==> config.mk <==
export PLATFORM = sky130hd
export DESIGN_NAME = idiv_iterative
export DESIGN_NICKNAME = d
export VERILOG_FILES = /design/src/logic/idiv_pkg.sv /design/src/logic/idiv_datapath.sv /design/src/logic/idiv_controller.sv /design/src/logic/idiv_iterative.sv
export SDC_FILE = /design/constraint.sdc
export NUM_CORES = 1
export LEC_CHECK = 0
export ABC_AREA = 1
export BUFFER_PORTS_ARGS = -buffer_cell sky130_fd_sc_hd__buf_4
export CAP_MARGIN = 0
export CORE_MARGIN = 4
export CORE_UTILIZATION = 25
export DETAILED_ROUTE_END_ITERATION = 10
export PLACE_DENSITY = 0.46
export SYNTH_ARGS = -nofsm -noshare
export SYNTH_HDL_FRONTEND = slang
export SYNTH_SLANG_ARGS = --single-unit
==> constraint.sdc <==
create_clock -name clk_i -period 3.8 [get_ports clk_i]
set_input_delay 0.76 -clock clk_i [delete_from_list [all_inputs] [get_ports clk_i]]
set_output_delay 0.76 -clock clk_i [all_outputs]
set_load 0.02 [all_outputs]
==> src/logic/idiv_pkg.sv <==
package idiv_pkg;

  // ------------------------------
  // controller states
  // ------------------------------

  // one cycle each, except iterate which runs width_p+1 cycles
  typedef enum logic [3:0] {
    idle         = 4'd0,
    neg_divisor  = 4'd1,
    neg_dividend = 4'd2,
    shift_msb    = 4'd3,
    iterate      = 4'd4,
    repair       = 4'd5,
    neg_rem      = 4'd6,
    neg_quot     = 4'd7,
    done         = 4'd8
  } idiv_state_e;

  // ------------------------------
  // operand mux selects
  // ------------------------------

  // one-hot select width of the b and c muxes
  localparam int opsel_w = 3;

  // b mux: copy of c
  localparam logic [opsel_w-1:0] opb_sel_hold_c  = 3'b100;
  // b mux: adder result as is
  localparam logic [opsel_w-1:0] opb_sel_sum_c   = 3'b010;
  // b mux: adder result shifted left, msb of c enters at bit 0
  localparam logic [opsel_w-1:0] opb_sel_shift_c = 3'b001;

  // c mux: sign-extended dividend from the input latch
  localparam logic [opsel_w-1:0] opc_sel_load_c  = 3'b100;
  // c mux: adder result as is
  localparam logic [opsel_w-1:0] opc_sel_sum_c   = 3'b010;
  // c mux: c shifted left, inverted adder sign enters as quotient bit
  localparam logic [opsel_w-1:0] opc_sel_shift_c = 3'b001;

endpackage

==> src/logic/idiv_datapath.sv <==
`timescale 1ns/1ps

module idiv_datapath
  import idiv_pkg::*;
#(
  parameter int width_p = 32
) (
  input  logic               clk_i,
  input  logic               arst_n_i,

  input  logic [width_p-1:0] dividend_i,
  input  logic [width_p-1:0] divisor_i,
  input  logic               signed_div_i,

  input  logic               latch_inputs_i,

  input  logic               opa_sel_i,
  input  logic               opa_ld_i,
  input  logic               opa_inv_i,
  input  logic               opa_clr_n_i,

  input  logic [opsel_w-1:0] opb_sel_i,
  input  logic               opb_ld_i,
  input  logic               opb_inv_i,
  input  logic               opb_clr_n_i,

  input  logic [opsel_w-1:0] opc_sel_i,
  input  logic               opc_ld_i,

  input  logic               adder_cin_i,

  output logic               divisor_neg_o,
  output logic               dividend_neg_o,
  output logic               adder_neg_o,
  output logic               opa_neg_o,

  output logic [width_p-1:0] quotient_o,
  output logic [width_p-1:0] remainder_o
);

  // one guard bit above the data so magnitudes stay positive
  localparam int reg_w = width_p + 1;

  logic               signed_div_r;
  logic [width_p-1:0] dividend_r;
  logic [width_p-1:0] divisor_r;

  logic               divisor_msb;
  logic               dividend_msb;

  // a holds divisor then remainder, b the partial remainder,
  // c dividend then quotient
  logic [reg_w-1:0]   opa_r;
  logic [reg_w-1:0]   opb_r;
  logic [reg_w-1:0]   opc_r;

  logic [reg_w-1:0]   opa_mux;
  logic [reg_w-1:0]   opb_mux;
  logic [reg_w-1:0]   opc_mux;

  logic [reg_w-1:0]   add_in0;
  logic [reg_w-1:0]   add_in1;
  logic [reg_w-1:0]   add_out;

  // ------------------------------
  // input latches
  // ------------------------------

  // captured only on the accepting edge, stable for the whole division
  always_ff @(posedge clk_i or negedge arst_n_i) begin
    if (!arst_n_i) begin
      signed_div_r <= 1'b0;
      dividend_r   <= '0;
      divisor_r    <= '0;
    end else if (latch_inputs_i) begin
      signed_div_r <= signed_div_i;
      dividend_r   <= dividend_i;
      divisor_r    <= divisor_i;
    end
  end

  // operand sign, only meaningful for signed division
  assign divisor_msb  = signed_div_r & divisor_r[width_p-1];
  assign dividend_msb = signed_div_r & dividend_r[width_p-1];

  // ------------------------------
  // operand muxes
  // ------------------------------

  // a: sign-extended divisor or adder result
  assign opa_mux = opa_sel_i ? add_out : {divisor_msb, divisor_r};

  always_comb begin
    case (opb_sel_i)
      opb_sel_hold_c:  opb_mux = opc_r;
      opb_sel_sum_c:   opb_mux = add_out;
      // next dividend bit comes from the top of c
      opb_sel_shift_c: opb_mux = {add_out[reg_w-2:0], opc_r[reg_w-1]};
      default:         opb_mux = opb_r;
    endcase
  end

  always_comb begin
    case (opc_sel_i)
      opc_sel_load_c:  opc_mux = {dividend_msb, dividend_r};
      opc_sel_sum_c:   opc_mux = add_out;
      // quotient bit is one when the step result is non-negative
      opc_sel_shift_c: opc_mux = {opc_r[reg_w-2:0], ~add_out[reg_w-1]};
      default:         opc_mux = opc_r;
    endcase
  end

  // ------------------------------
  // operand registers
  // ------------------------------

  always_ff @(posedge clk_i or negedge arst_n_i) begin
    if (!arst_n_i) begin
      opa_r <= '0;
      opb_r <= '0;
      opc_r <= '0;
    end else begin
      if (opa_ld_i) begin
        opa_r <= opa_mux;
      end
      if (opb_ld_i) begin
        opb_r <= opb_mux;
      end
      if (opc_ld_i) begin
        opc_r <= opc_mux;
      end
    end
  end

  // ------------------------------
  // shared adder
  // ------------------------------

  // invert then clear each side, so with cin one adder can
  // pass, negate, add or subtract
  assign add_in0 = (opa_r ^ {reg_w{opa_inv_i}}) & {reg_w{opa_clr_n_i}};
  assign add_in1 = (opb_r ^ {reg_w{opb_inv_i}}) & {reg_w{opb_clr_n_i}};

  assign add_out = add_in0 + add_in1 + reg_w'(adder_cin_i);

  // status back to the controller
  assign divisor_neg_o  = divisor_msb;
  assign dividend_neg_o = dividend_msb;
  assign adder_neg_o    = add_out[reg_w-1];
  assign opa_neg_o      = opa_r[reg_w-1];

  // results on the low data bits
  assign quotient_o  = opc_r[width_p-1:0];
  assign remainder_o = opa_r[width_p-1:0];

endmodule

==> src/logic/idiv_controller.sv <==
`timescale 1ns/1ps

module idiv_controller
  import idiv_pkg::*;
#(
  parameter int width_p = 32
) (
  input  logic               clk_i,
  input  logic               arst_n_i,

  input  logic               v_i,
  output logic               ready_o,

  output logic               v_o,
  input  logic               yumi_i,

  input  logic               divisor_neg_i,
  input  logic               dividend_neg_i,
  input  logic               adder_neg_i,
  input  logic               opa_neg_i,

  output logic               latch_inputs_o,

  output logic               opa_sel_o,
  output logic               opa_ld_o,
  output logic               opa_inv_o,
  output logic               opa_clr_n_o,

  output logic [opsel_w-1:0] opb_sel_o,
  output logic               opb_ld_o,
  output logic               opb_inv_o,
  output logic               opb_clr_n_o,

  output logic [opsel_w-1:0] opc_sel_o,
  output logic               opc_ld_o,

  output logic               adder_cin_o
);

  // counts width_p+1 iterate cycles, 0 .. width_p
  localparam int cnt_w = $clog2(width_p + 1);

  idiv_state_e state_r;
  idiv_state_e state_nxt;

  logic [cnt_w-1:0] cnt_r;
  logic             last_iter;

  // accepted request waiting for its operand load cycle
  logic             load_r;
  // sign of the previous step result, picks add or subtract
  logic             step_neg_r;
  logic             quot_neg_r;
  logic             rem_neg_r;

  assign last_iter = (cnt_r == cnt_w'(width_p));

  // idle and no load pending
  assign ready_o        = (state_r == idle) && !load_r;
  assign latch_inputs_o = ready_o && v_i;
  assign v_o            = (state_r == done);

  // ------------------------------
  // state register
  // ------------------------------

  always_ff @(posedge clk_i or negedge arst_n_i) begin
    if (!arst_n_i) begin
      state_r    <= idle;
      load_r     <= 1'b0;
      cnt_r      <= '0;
      step_neg_r <= 1'b0;
      quot_neg_r <= 1'b0;
      rem_neg_r  <= 1'b0;
    end else begin
      state_r <= state_nxt;
      load_r  <= latch_inputs_o;
      // signs are final once the latches are loaded
      if (load_r) begin
        quot_neg_r <= divisor_neg_i ^ dividend_neg_i;
        rem_neg_r  <= dividend_neg_i;
      end
      // first step always subtracts
      if (state_r == shift_msb) begin
        cnt_r      <= '0;
        step_neg_r <= 1'b0;
      end
      if (state_r == iterate) begin
        cnt_r      <= cnt_r + 1'b1;
        step_neg_r <= adder_neg_i;
      end
    end
  end

  // ------------------------------
  // next state
  // ------------------------------

  always_comb begin
    state_nxt = state_r;
    case (state_r)
      idle:         if (load_r) state_nxt = neg_divisor;
      neg_divisor:  state_nxt = neg_dividend;
      neg_dividend: state_nxt = shift_msb;
      shift_msb:    state_nxt = iterate;
      iterate:      if (last_iter) state_nxt = repair;
      repair:       state_nxt = neg_rem;
      neg_rem:      state_nxt = neg_quot;
      neg_quot:     state_nxt = done;
      done:         if (yumi_i) state_nxt = idle;
      default:      state_nxt = idle;
    endcase
  end

  // ------------------------------
  // datapath controls
  // ------------------------------

  always_comb begin
    // default: hold everything, adder passes zero
    opa_sel_o   = 1'b0;
    opa_ld_o    = 1'b0;
    opa_inv_o   = 1'b0;
    opa_clr_n_o = 1'b0;
    opb_sel_o   = opb_sel_hold_c;
    opb_ld_o    = 1'b0;
    opb_inv_o   = 1'b0;
    opb_clr_n_o = 1'b0;
    opc_sel_o   = opc_sel_load_c;
    opc_ld_o    = 1'b0;
    adder_cin_o = 1'b0;

    case (state_r)
      idle: begin
        // load cycle: divisor into a, dividend into c
        if (load_r) begin
          opa_ld_o = 1'b1;
          opc_ld_o = 1'b1;
        end
      end

      neg_divisor: begin
        // a <= -a when the divisor is negative
        opa_sel_o   = 1'b1;
        opa_ld_o    = opa_neg_i;
        opa_inv_o   = 1'b1;
        opa_clr_n_o = 1'b1;
        adder_cin_o = 1'b1;
        // copy dividend to b for its negation
        opb_sel_o   = opb_sel_hold_c;
        opb_ld_o    = 1'b1;
      end

      neg_dividend: begin
        // c <= -b when the dividend is negative
        opb_inv_o   = 1'b1;
        opb_clr_n_o = 1'b1;
        adder_cin_o = 1'b1;
        opc_sel_o   = opc_sel_sum_c;
        opc_ld_o    = dividend_neg_i;
      end

      shift_msb: begin
        // adder is zero, so b takes just the msb of c
        opb_sel_o = opb_sel_shift_c;
        opb_ld_o  = 1'b1;
        opc_sel_o = opc_sel_shift_c;
        opc_ld_o  = 1'b1;
      end

      iterate: begin
        // b - a after a non-negative step, b + a otherwise
        opa_clr_n_o = 1'b1;
        opa_inv_o   = !step_neg_r;
        adder_cin_o = !step_neg_r;
        opb_clr_n_o = 1'b1;
        // last step keeps the remainder unshifted
        opb_sel_o   = last_iter ? opb_sel_sum_c : opb_sel_shift_c;
        opb_ld_o    = 1'b1;
        opc_sel_o   = opc_sel_shift_c;
        opc_ld_o    = 1'b1;
      end

      repair: begin
        // a <= b, plus the divisor when the remainder went negative
        opa_sel_o   = 1'b1;
        opa_ld_o    = 1'b1;
        opa_clr_n_o = step_neg_r;
        opb_clr_n_o = 1'b1;
        // quotient to b for the final negation
        opb_sel_o   = opb_sel_hold_c;
        opb_ld_o    = 1'b1;
      end

      neg_rem: begin
        // remainder follows the dividend sign
        opa_sel_o   = 1'b1;
        opa_ld_o    = rem_neg_r;
        opa_inv_o   = 1'b1;
        opa_clr_n_o = 1'b1;
        adder_cin_o = 1'b1;
      end

      neg_quot: begin
        // c <= -b when exactly one operand was negative
        opb_inv_o   = 1'b1;
        opb_clr_n_o = 1'b1;
        adder_cin_o = 1'b1;
        opc_sel_o   = opc_sel_sum_c;
        opc_ld_o    = quot_neg_r;
      end

      default: begin
        // done: registers hold the result
      end
    endcase
  end

endmodule

==> src/logic/idiv_iterative.sv <==
`timescale 1ns/1ps

module idiv_iterative
  import idiv_pkg::*;
#(
  parameter int width_p = 32
) (
  input  logic               clk_i,
  input  logic               arst_n_i,

  input  logic               v_i,
  output logic               ready_o,

  input  logic [width_p-1:0] dividend_i,
  input  logic [width_p-1:0] divisor_i,
  input  logic               signed_div_i,

  output logic               v_o,
  output logic [width_p-1:0] quotient_o,
  output logic [width_p-1:0] remainder_o,
  input  logic               yumi_i
);

  // ------------------------------
  // controller to datapath
  // ------------------------------

  logic               latch_inputs;
  logic               opa_sel;
  logic               opa_ld;
  logic               opa_inv;
  logic               opa_clr_n;
  logic [opsel_w-1:0] opb_sel;
  logic               opb_ld;
  logic               opb_inv;
  logic               opb_clr_n;
  logic [opsel_w-1:0] opc_sel;
  logic               opc_ld;
  logic               adder_cin;

  // status back to the controller
  logic               divisor_neg;
  logic               dividend_neg;
  logic               adder_neg;
  logic               opa_neg;

  idiv_datapath #(
    .width_p (width_p)
  ) i_datapath (
    .clk_i          (clk_i),
    .arst_n_i       (arst_n_i),
    .dividend_i     (dividend_i),
    .divisor_i      (divisor_i),
    .signed_div_i   (signed_div_i),
    .latch_inputs_i (latch_inputs),
    .opa_sel_i      (opa_sel),
    .opa_ld_i       (opa_ld),
    .opa_inv_i      (opa_inv),
    .opa_clr_n_i    (opa_clr_n),
    .opb_sel_i      (opb_sel),
    .opb_ld_i       (opb_ld),
    .opb_inv_i      (opb_inv),
    .opb_clr_n_i    (opb_clr_n),
    .opc_sel_i      (opc_sel),
    .opc_ld_i       (opc_ld),
    .adder_cin_i    (adder_cin),
    .divisor_neg_o  (divisor_neg),
    .dividend_neg_o (dividend_neg),
    .adder_neg_o    (adder_neg),
    .opa_neg_o      (opa_neg),
    .quotient_o     (quotient_o),
    .remainder_o    (remainder_o)
  );

  idiv_controller #(
    .width_p (width_p)
  ) i_controller (
    .clk_i          (clk_i),
    .arst_n_i       (arst_n_i),
    .v_i            (v_i),
    .ready_o        (ready_o),
    .v_o            (v_o),
    .yumi_i         (yumi_i),
    .divisor_neg_i  (divisor_neg),
    .dividend_neg_i (dividend_neg),
    .adder_neg_i    (adder_neg),
    .opa_neg_i      (opa_neg),
    .latch_inputs_o (latch_inputs),
    .opa_sel_o      (opa_sel),
    .opa_ld_o       (opa_ld),
    .opa_inv_o      (opa_inv),
    .opa_clr_n_o    (opa_clr_n),
    .opb_sel_o      (opb_sel),
    .opb_ld_o       (opb_ld),
    .opb_inv_o      (opb_inv),
    .opb_clr_n_o    (opb_clr_n),
    .opc_sel_o      (opc_sel),
    .opc_ld_o       (opc_ld),
    .adder_cin_o    (adder_cin)
  );

endmodule

; After elaboration in Yosys (flattened, before gate mapping)
; Index checks and enable logic that the tools add are counted.
[word_totals]
register_bits = 178
input_bits = 69
output_inout_bits = 66
wordCells = 84
[op_classes]
n_addsub = 3
n_eq_ne = 18
muxes = 24
bitwise_logic = 8
reduce_logical = 19
[op_table]
columns = cell, count
row1 = 33-bit case mux with 3 select lines, 2
row2 = 33-bit bitwise AND, 2
row3 = 33-bit bitwise XOR, 2
row4 = 4-bit case mux with 9 select lines, 1
row5 = 33-bit by 1-bit adder with 33-bit output, 1
row6 = 33-bit adder, 1
row7 = 33-bit 2-to-1 mux, 1
row8 = "4-bit by 3-bit == test with 1-bit output, second input constant", 4
row9 = 4-bit 2-to-1 mux, 3
row10 = 6-bit 2-to-1 mux, 2
row11 = 3-bit case mux with 2 select lines, 2
row12 = 4-bit OR reduction, 3
row13 = "4-bit by 2-bit == test with 1-bit output, second input constant", 2
row14 = 1-bit case mux with 4 select lines, 2
row15 = 1-bit 2-to-1 mux, 7
row16 = "6-bit by 1-bit adder with 6-bit output, second input constant", 1
row17 = "3-bit by 1-bit == test with 1-bit output, second input constant", 2
row18 = "3-bit by 2-bit == test with 1-bit output, second input constant", 2
row19 = "3-bit == test, second input constant", 2
row20 = "6-bit == test, second input constant", 1
row21 = "2-bit by 1-bit != test with 1-bit output, second input constant", 3
row22 = 1-bit case mux with 2 select lines, 3
row23 = 3-bit nonzero test, 2
row24 = 2-bit OR reduction, 3
row25 = 13 further kinds, 18

; Depth between registers and ports, before layout
[depth]
ltp_word = 9
mapped_depth = 27
mapped_depth_nobuf = 26

; Cells and area by module
; From an unflattened synthesis, not the netlist that was laid out.
[hier_totals]
hier_cells = 1695
area_unflattened_um2 = 12172.9
[modules_own_cells]
columns = mod, instances, cells_per_inst, area_per_inst_um2, seq_area_each_um2
row1 = idiv_datapath, 1, 1570, 11267.1, 4103.9
row2 = idiv_controller, 1, 125, 905.9, 350.3

; Least setup slack after synthesis
; No wires, ideal clock.
[synth_path]
path_type = register -> register
startpoint = register i_controller.state_r[3]
endpoint = register i_datapath.opa_r[24]
setup_ns = 0.123
t_arrival_ns = 3.117
required_time_ns = 3.677
setup_slack_ns = 0.560
stages_incl_launch_ff = 25
path_buffers = 1
period_less_slack_ns = 3.240
path_cell_list = dfrtp_1 nor2_2 nand2_1 nand2_1 inv_1 nand2_1 clkbuf_1 o21ai_0 a21oi_1 fa_1 inv_1 fa_1 inv_1 nand3_1 nand2_1 nand2_1 nand2_1 nand2_1 nand2_1 nand2_1 nand2_1 nand2_1 and2_1 o21ai_0 nand2_1
[synth_via]
elab_chain_cells = 8
word_cells_on_any_way = 27
classes_between = add/sub (2) / eq/ne (6) / mux (8) / bitwise (4) / reduce/logical (7)
[synth_rtl]
columns = item, line
row1 = from (decl), idiv_controller.sv:43  ; idiv_state_e state_r;
row2 = from (signal assigned), idiv_controller.sv:69  ; state_r <= idle;
row3 = from (signal assigned), idiv_controller.sv:76  ; state_r <= state_nxt;
row4 = 4-bit by 1-bit == test with 1-bit output (tied with other cells), idiv_controller.sv:133  ; case (state_r)
row5 = 2-bit OR reduction (no source line), -
row6 = 1-bit case mux with 2 select lines or 1-bit 2-to-1 mux (tied branches), idiv_controller.sv:133
row7 = "33-bit bitwise XOR, on equally long branches", "idiv_datapath.sv:141, idiv_datapath.sv:142"
row8 = "33-bit bitwise AND, on equally long branches", "idiv_datapath.sv:141, idiv_datapath.sv:142"
row9 = 33-bit adder, idiv_datapath.sv:144  ; assign add_out = add_in0 + add_in1 + reg_w'(adder_cin_i);
row10 = 33-bit by 1-bit adder with 33-bit output, idiv_datapath.sv:144
row11 = 33-bit 2-to-1 mux, idiv_datapath.sv:91  ; assign opa_mux = opa_sel_i ? add_out : {divisor_msb, divisor_r};
row12 = to (signal assigned), idiv_datapath.sv:124  ; opa_r <= opa_mux;
row13 = to (decl), idiv_datapath.sv:53  ; logic [reg_w-1:0] opa_r;
; Parallel ways exist; a longest one is shown, timed or not.
; A chain may end at the register's enable or synchronous reset.

; Worst setup path after layout
[layout_path]
startpoint = register i_controller.state_r[3]
endpoint = register i_datapath.opb_r[19]
[layout_via]
elab_chain_cells = 8
word_cells_on_any_way = 32
classes_between = add/sub (2) / eq/ne (10) / mux (8) / bitwise (4) / reduce/logical (8)
[layout_rtl]
columns = item, line
row1 = 4-bit by 1-bit == test with 1-bit output (tied with other cells), idiv_controller.sv:133
row2 = 2-bit OR reduction (no source line), -
row3 = 1-bit case mux with 2 select lines or 1-bit 2-to-1 mux (tied branches), idiv_controller.sv:133
row4 = "33-bit bitwise XOR, on equally long branches", "idiv_datapath.sv:141, idiv_datapath.sv:142"
row5 = "33-bit bitwise AND, on equally long branches", "idiv_datapath.sv:141, idiv_datapath.sv:142"
row6 = 33-bit adder, idiv_datapath.sv:144
row7 = 33-bit by 1-bit adder with 33-bit output, idiv_datapath.sv:144
row8 = 33-bit case mux with 3 select lines, idiv_datapath.sv:94  ; case (opb_sel_i)
row9 = to (signal assigned), idiv_datapath.sv:127  ; opb_r <= opb_mux;
row10 = to (decl), idiv_datapath.sv:54  ; logic [reg_w-1:0] opb_r;
; Parallel ways exist; a longest one is shown, timed or not.

==> impl_metrics.csv <==
group,metric,value,unit
clock_tree,cts_tree,"yes",
die,die_y,225,um
clock_tree,cts.path.max_buffers,2,
die,rows,79,
routing,drt-total-wl,48300,um
synthesis,synth_top_area_frac,0.378,
finish,fill_cells,5067,
synthesis,ys_seq_area_frac,0.378,
routing,first_pass_iters,6,
synthesis,syn_nets,1837,
critical_path,critPathLaunchType,"register",
synthesis,synth_edf_count,0,
synthesis,ys.warnings.count,0,
clock_tree,worst_skew_pair.late_latency,0.47,ns
die,coreArea,46600,um^2
placed_design,gp_congestion,0.979,
die,die_x,225,um
global_route,grt_pass1_wl,73000,um
critical_path,crit_path_top_delay_cell,"dfrtp_2",
finish,seqCellArea,4460,um^2
sta,final.setup.tns,0,ns
synthesis,synth_most_common_cell,"nand2_1",
routing,met3_wirelength,1960,um
critical_path,worst-setup-path-type,"register to register",
sta,fin_skew,0.0169,ns
critical_path,path_delay_family,"simple AND/OR/NAND/NOR gates",
sta,max_freq,279,MHz
clock_tree,cts_buffers,17,
global_route,grt_pass1_vias,11500,
clock_tree,clk_pin_slew,0.08,ns
synthesis,synth_top_area_cell,"dfrtp_1",
routing,wl_per_cell,19.7,um
critical_path,arrival,3.99,ns
clock_tree,htreeDepth,4,
routing,drc,0,
status,outcome,"finished clean",
critical_path,crit_top_cell,"nand2_1",
flow_run,maxCapViolCount,0,
routing,final_antenna_net_count,0,
synthesis,synthCells,1730,
finish,syn_to_final_growth,20.3,%
routing,vias_per_cell,4.78,
global_route,grt_use_total,0.189,
sta,fin_crit,3.58,ns
synthesis,synth-seq-cells,178,
routing,vias,11700,
sta,maxSlewHeadroom,0.452,
critical_path,end_kind,"register",
global_route,grt_overflow,0,
hold_path,hold_class,"input pin to asynchronous set/reset pin",
critical_path,cp_cell_sequence,"inv_1, nand2_2, o21ai_4, buf_4, o21ai_0, a21oi_1, ha_1, nand2_1, nor2_1, inv_1, nor2_1, nand2_1, nand2_1, xor2_1, buf_4, nand2_1, nand3_1, nand2_1, nand2_1",
placed_design,hpwlAfterDp,38100,um
finish,fin_nets,1934,
routing,highest_layer,"met4",
die,fp.dieArea,50700,um^2
sta,worst_slew_pin_slew,0.820,ns
synthesis,synth_flop_cell,"dfrtp_1",
critical_path,cp_max_fo,16,
critical_path,max_stage_delay,0.47,ns
finish,multiInputGateArea,6140,um^2
synthesis,synthTopCellsByCount,"nand2_1, a21oi_1, inv_1",
clock_tree,cts_hold_buffers,0,
routing,dr.first_iter.drc_count,963,
critical_path,required,4.21,ns
critical_path,path_buf_inv,4,
sta,fin_crit_sh,0.942,
die,start_util,0.253,
synthesis,synth.distinct_cells,41,
routing,met1_length,21600,um
clock_tree,root_buffer,"clkbuf_16",
synthesis,synth_area,11800,um^2
sta,maxSlewViolCount,0,
sta,hold_viol_final,0,
global_route,grt_max_degree,67,
clock_tree,clock-sinks,178,
placed_design,port_buffers,134,
finish,drive_gt1_frac,0.148,
routing,wl_met2,22900,um
synthesis,synth.avg_cell_area,6.81,um^2
die,ios,135,
synthesis,synth_area_leaders,"dfrtp_1, nand2_1, a21oi_1",
sta,setup_viol,0,
synthesis,synth-async-reset-ratio,1.00,
global_route,antenna_found_initial,0,
cells in the final DEF, fill, tap and decap left out, drive strengths merged:
cell / instances
nand2: 574
inv: 197
a21oi: 188
buf: 187
dfrtp: 178
o21ai: 162
nor2: 107
nand3: 83
ha: 36
clkbuf: 19
nor3: 16
o211ai: 12
o221ai: 11
xor2: 11
nand3b: 8
xnor2: 7
and2: 7
a22oi: 6
o21a: 5
nand4: 4
a31oi: 4
o21bai: 3
clkinvlp: 3
o22ai: 2
a21o: 2
fa: 2
clkinv: 2
diode: 1
mux2i: 1
nor4: 1
a211oi: 1
bufinv: 1
worst paths after layout:
check	startpoint	to	slack, ns	depth (start not counted)
max in group asynchronous	arst_n_i	i_datapath.opa_r[28]$_DFFE_PN0P_	2.69	2
min in group clk_i	i_datapath.divisor_r[3]$_DFFE_PN0P_	i_datapath.divisor_r[3]$_DFFE_PN0P_	0.48	2
min reg2reg	i_datapath.divisor_r[3]$_DFFE_PN0P_	i_datapath.divisor_r[3]$_DFFE_PN0P_	0.48	2
max	i_controller.state_r[3]$_DFFE_PN0P_	i_datapath.opb_r[19]$_DFFE_PN0P_	0.22	19
max reg2reg	i_controller.state_r[3]$_DFFE_PN0P_	i_datapath.opb_r[19]$_DFFE_PN0P_	0.22	19
min	arst_n_i	i_controller.cnt_r[0]$_DFFE_PN0N_	0.29	1
kinds of logic (layout without fill, tap and decap cells):
kind of cell / count (synthesis) / after routing / synth area share
xor gates and xnor gates: 18 / 18 / 0.0134
DFF: 178 / 178 / 0.378
AOI/OAI and AO/OA: 396 / 396 / 0.181
and+or+nand+nor: 800 / 800 / 0.274
buffers and inverters: 299 / 409 / 0.111
adders and majority gates: 38 / 38 / 0.0416
other: 0 / 1 / 0
muxes: 1 / 1 / 0.000850
stage by stage:
stage,hold WS (ns),cells,utilization,setup WS [ns],instance area (um^2)
6_report,0.287,2448,0.304,0.219,14200
3_3_place_gp,0.461,2411,0.288,0.0116,13400
3_5_place_dp,0.466,2411,0.288,0.0837,13400
5_1_grt,0.334,2447,0.304,-0.0161,14200
2_1_floorplan,0.444,1730,-,0.560,11800
4_1_cts,0.310,2443,0.301,0.0603,14000
per-layer routing:
metal / vias to the layer above / global-route usage
met5: - / 0
li1: 5770 / -
met4: 0 / 0.0733
met2: 361 / 0.314
met3: 71 / 0.0218
met1: 5490 / 0.253
registers in the layout (all words and copies together), names as in the netlist:
register	flops
i_datapath.opa_r	33
i_datapath.opb_r	33
i_datapath.opc_r	33
i_datapath.dividend_r	32
i_datapath.divisor_r	32
i_controller.cnt_r	6
i_controller.state_r	4
i_controller.load_r	1
i_controller.quot_neg_r	1
i_controller.rem_neg_r	1
i_controller.step_neg_r	1
i_datapath.signed_div_r	1
what timing repair did:
| item | 4_1_cts | 5_1_grt |
|---|---|---|
| gates resized for setup | 0 | 30 |
| buffers inserted | 0 | 4 |
| endpoints found under the setup margin | 0 | 64 |
layout make-up:
type                       instances  share of cell area
multi-input combinational       1253               0.433
sequential                       178               0.315
timing repair buffer             187               0.106
tap                              607              0.0536
inverter                         190              0.0503
clock buffer                      19              0.0320
clock inverter                    13              0.0102
antenna                            1            0.000177
worst register-to-register path: stages (launching register included):
cell     delay [ns]
dfrtp_2        0.47
inv_1          0.10
nand2_2        0.13
o21ai_4        0.25
buf_4          0.27
o21ai_0        0.11
a21oi_1        0.32
ha_1           0.29
nand2_1        0.11
nor2_1         0.24
inv_1          0.10
nor2_1         0.10
nand2_1        0.07
nand2_1        0.09
xor2_1         0.39
buf_4          0.22
nand2_1        0.07
nand3_1        0.08
nand2_1        0.05
nand2_1        0.09
Power is left out: the tool's default activity adds up to more than one toggle a clock period on the data nets, which glitch-free logic cannot reach.
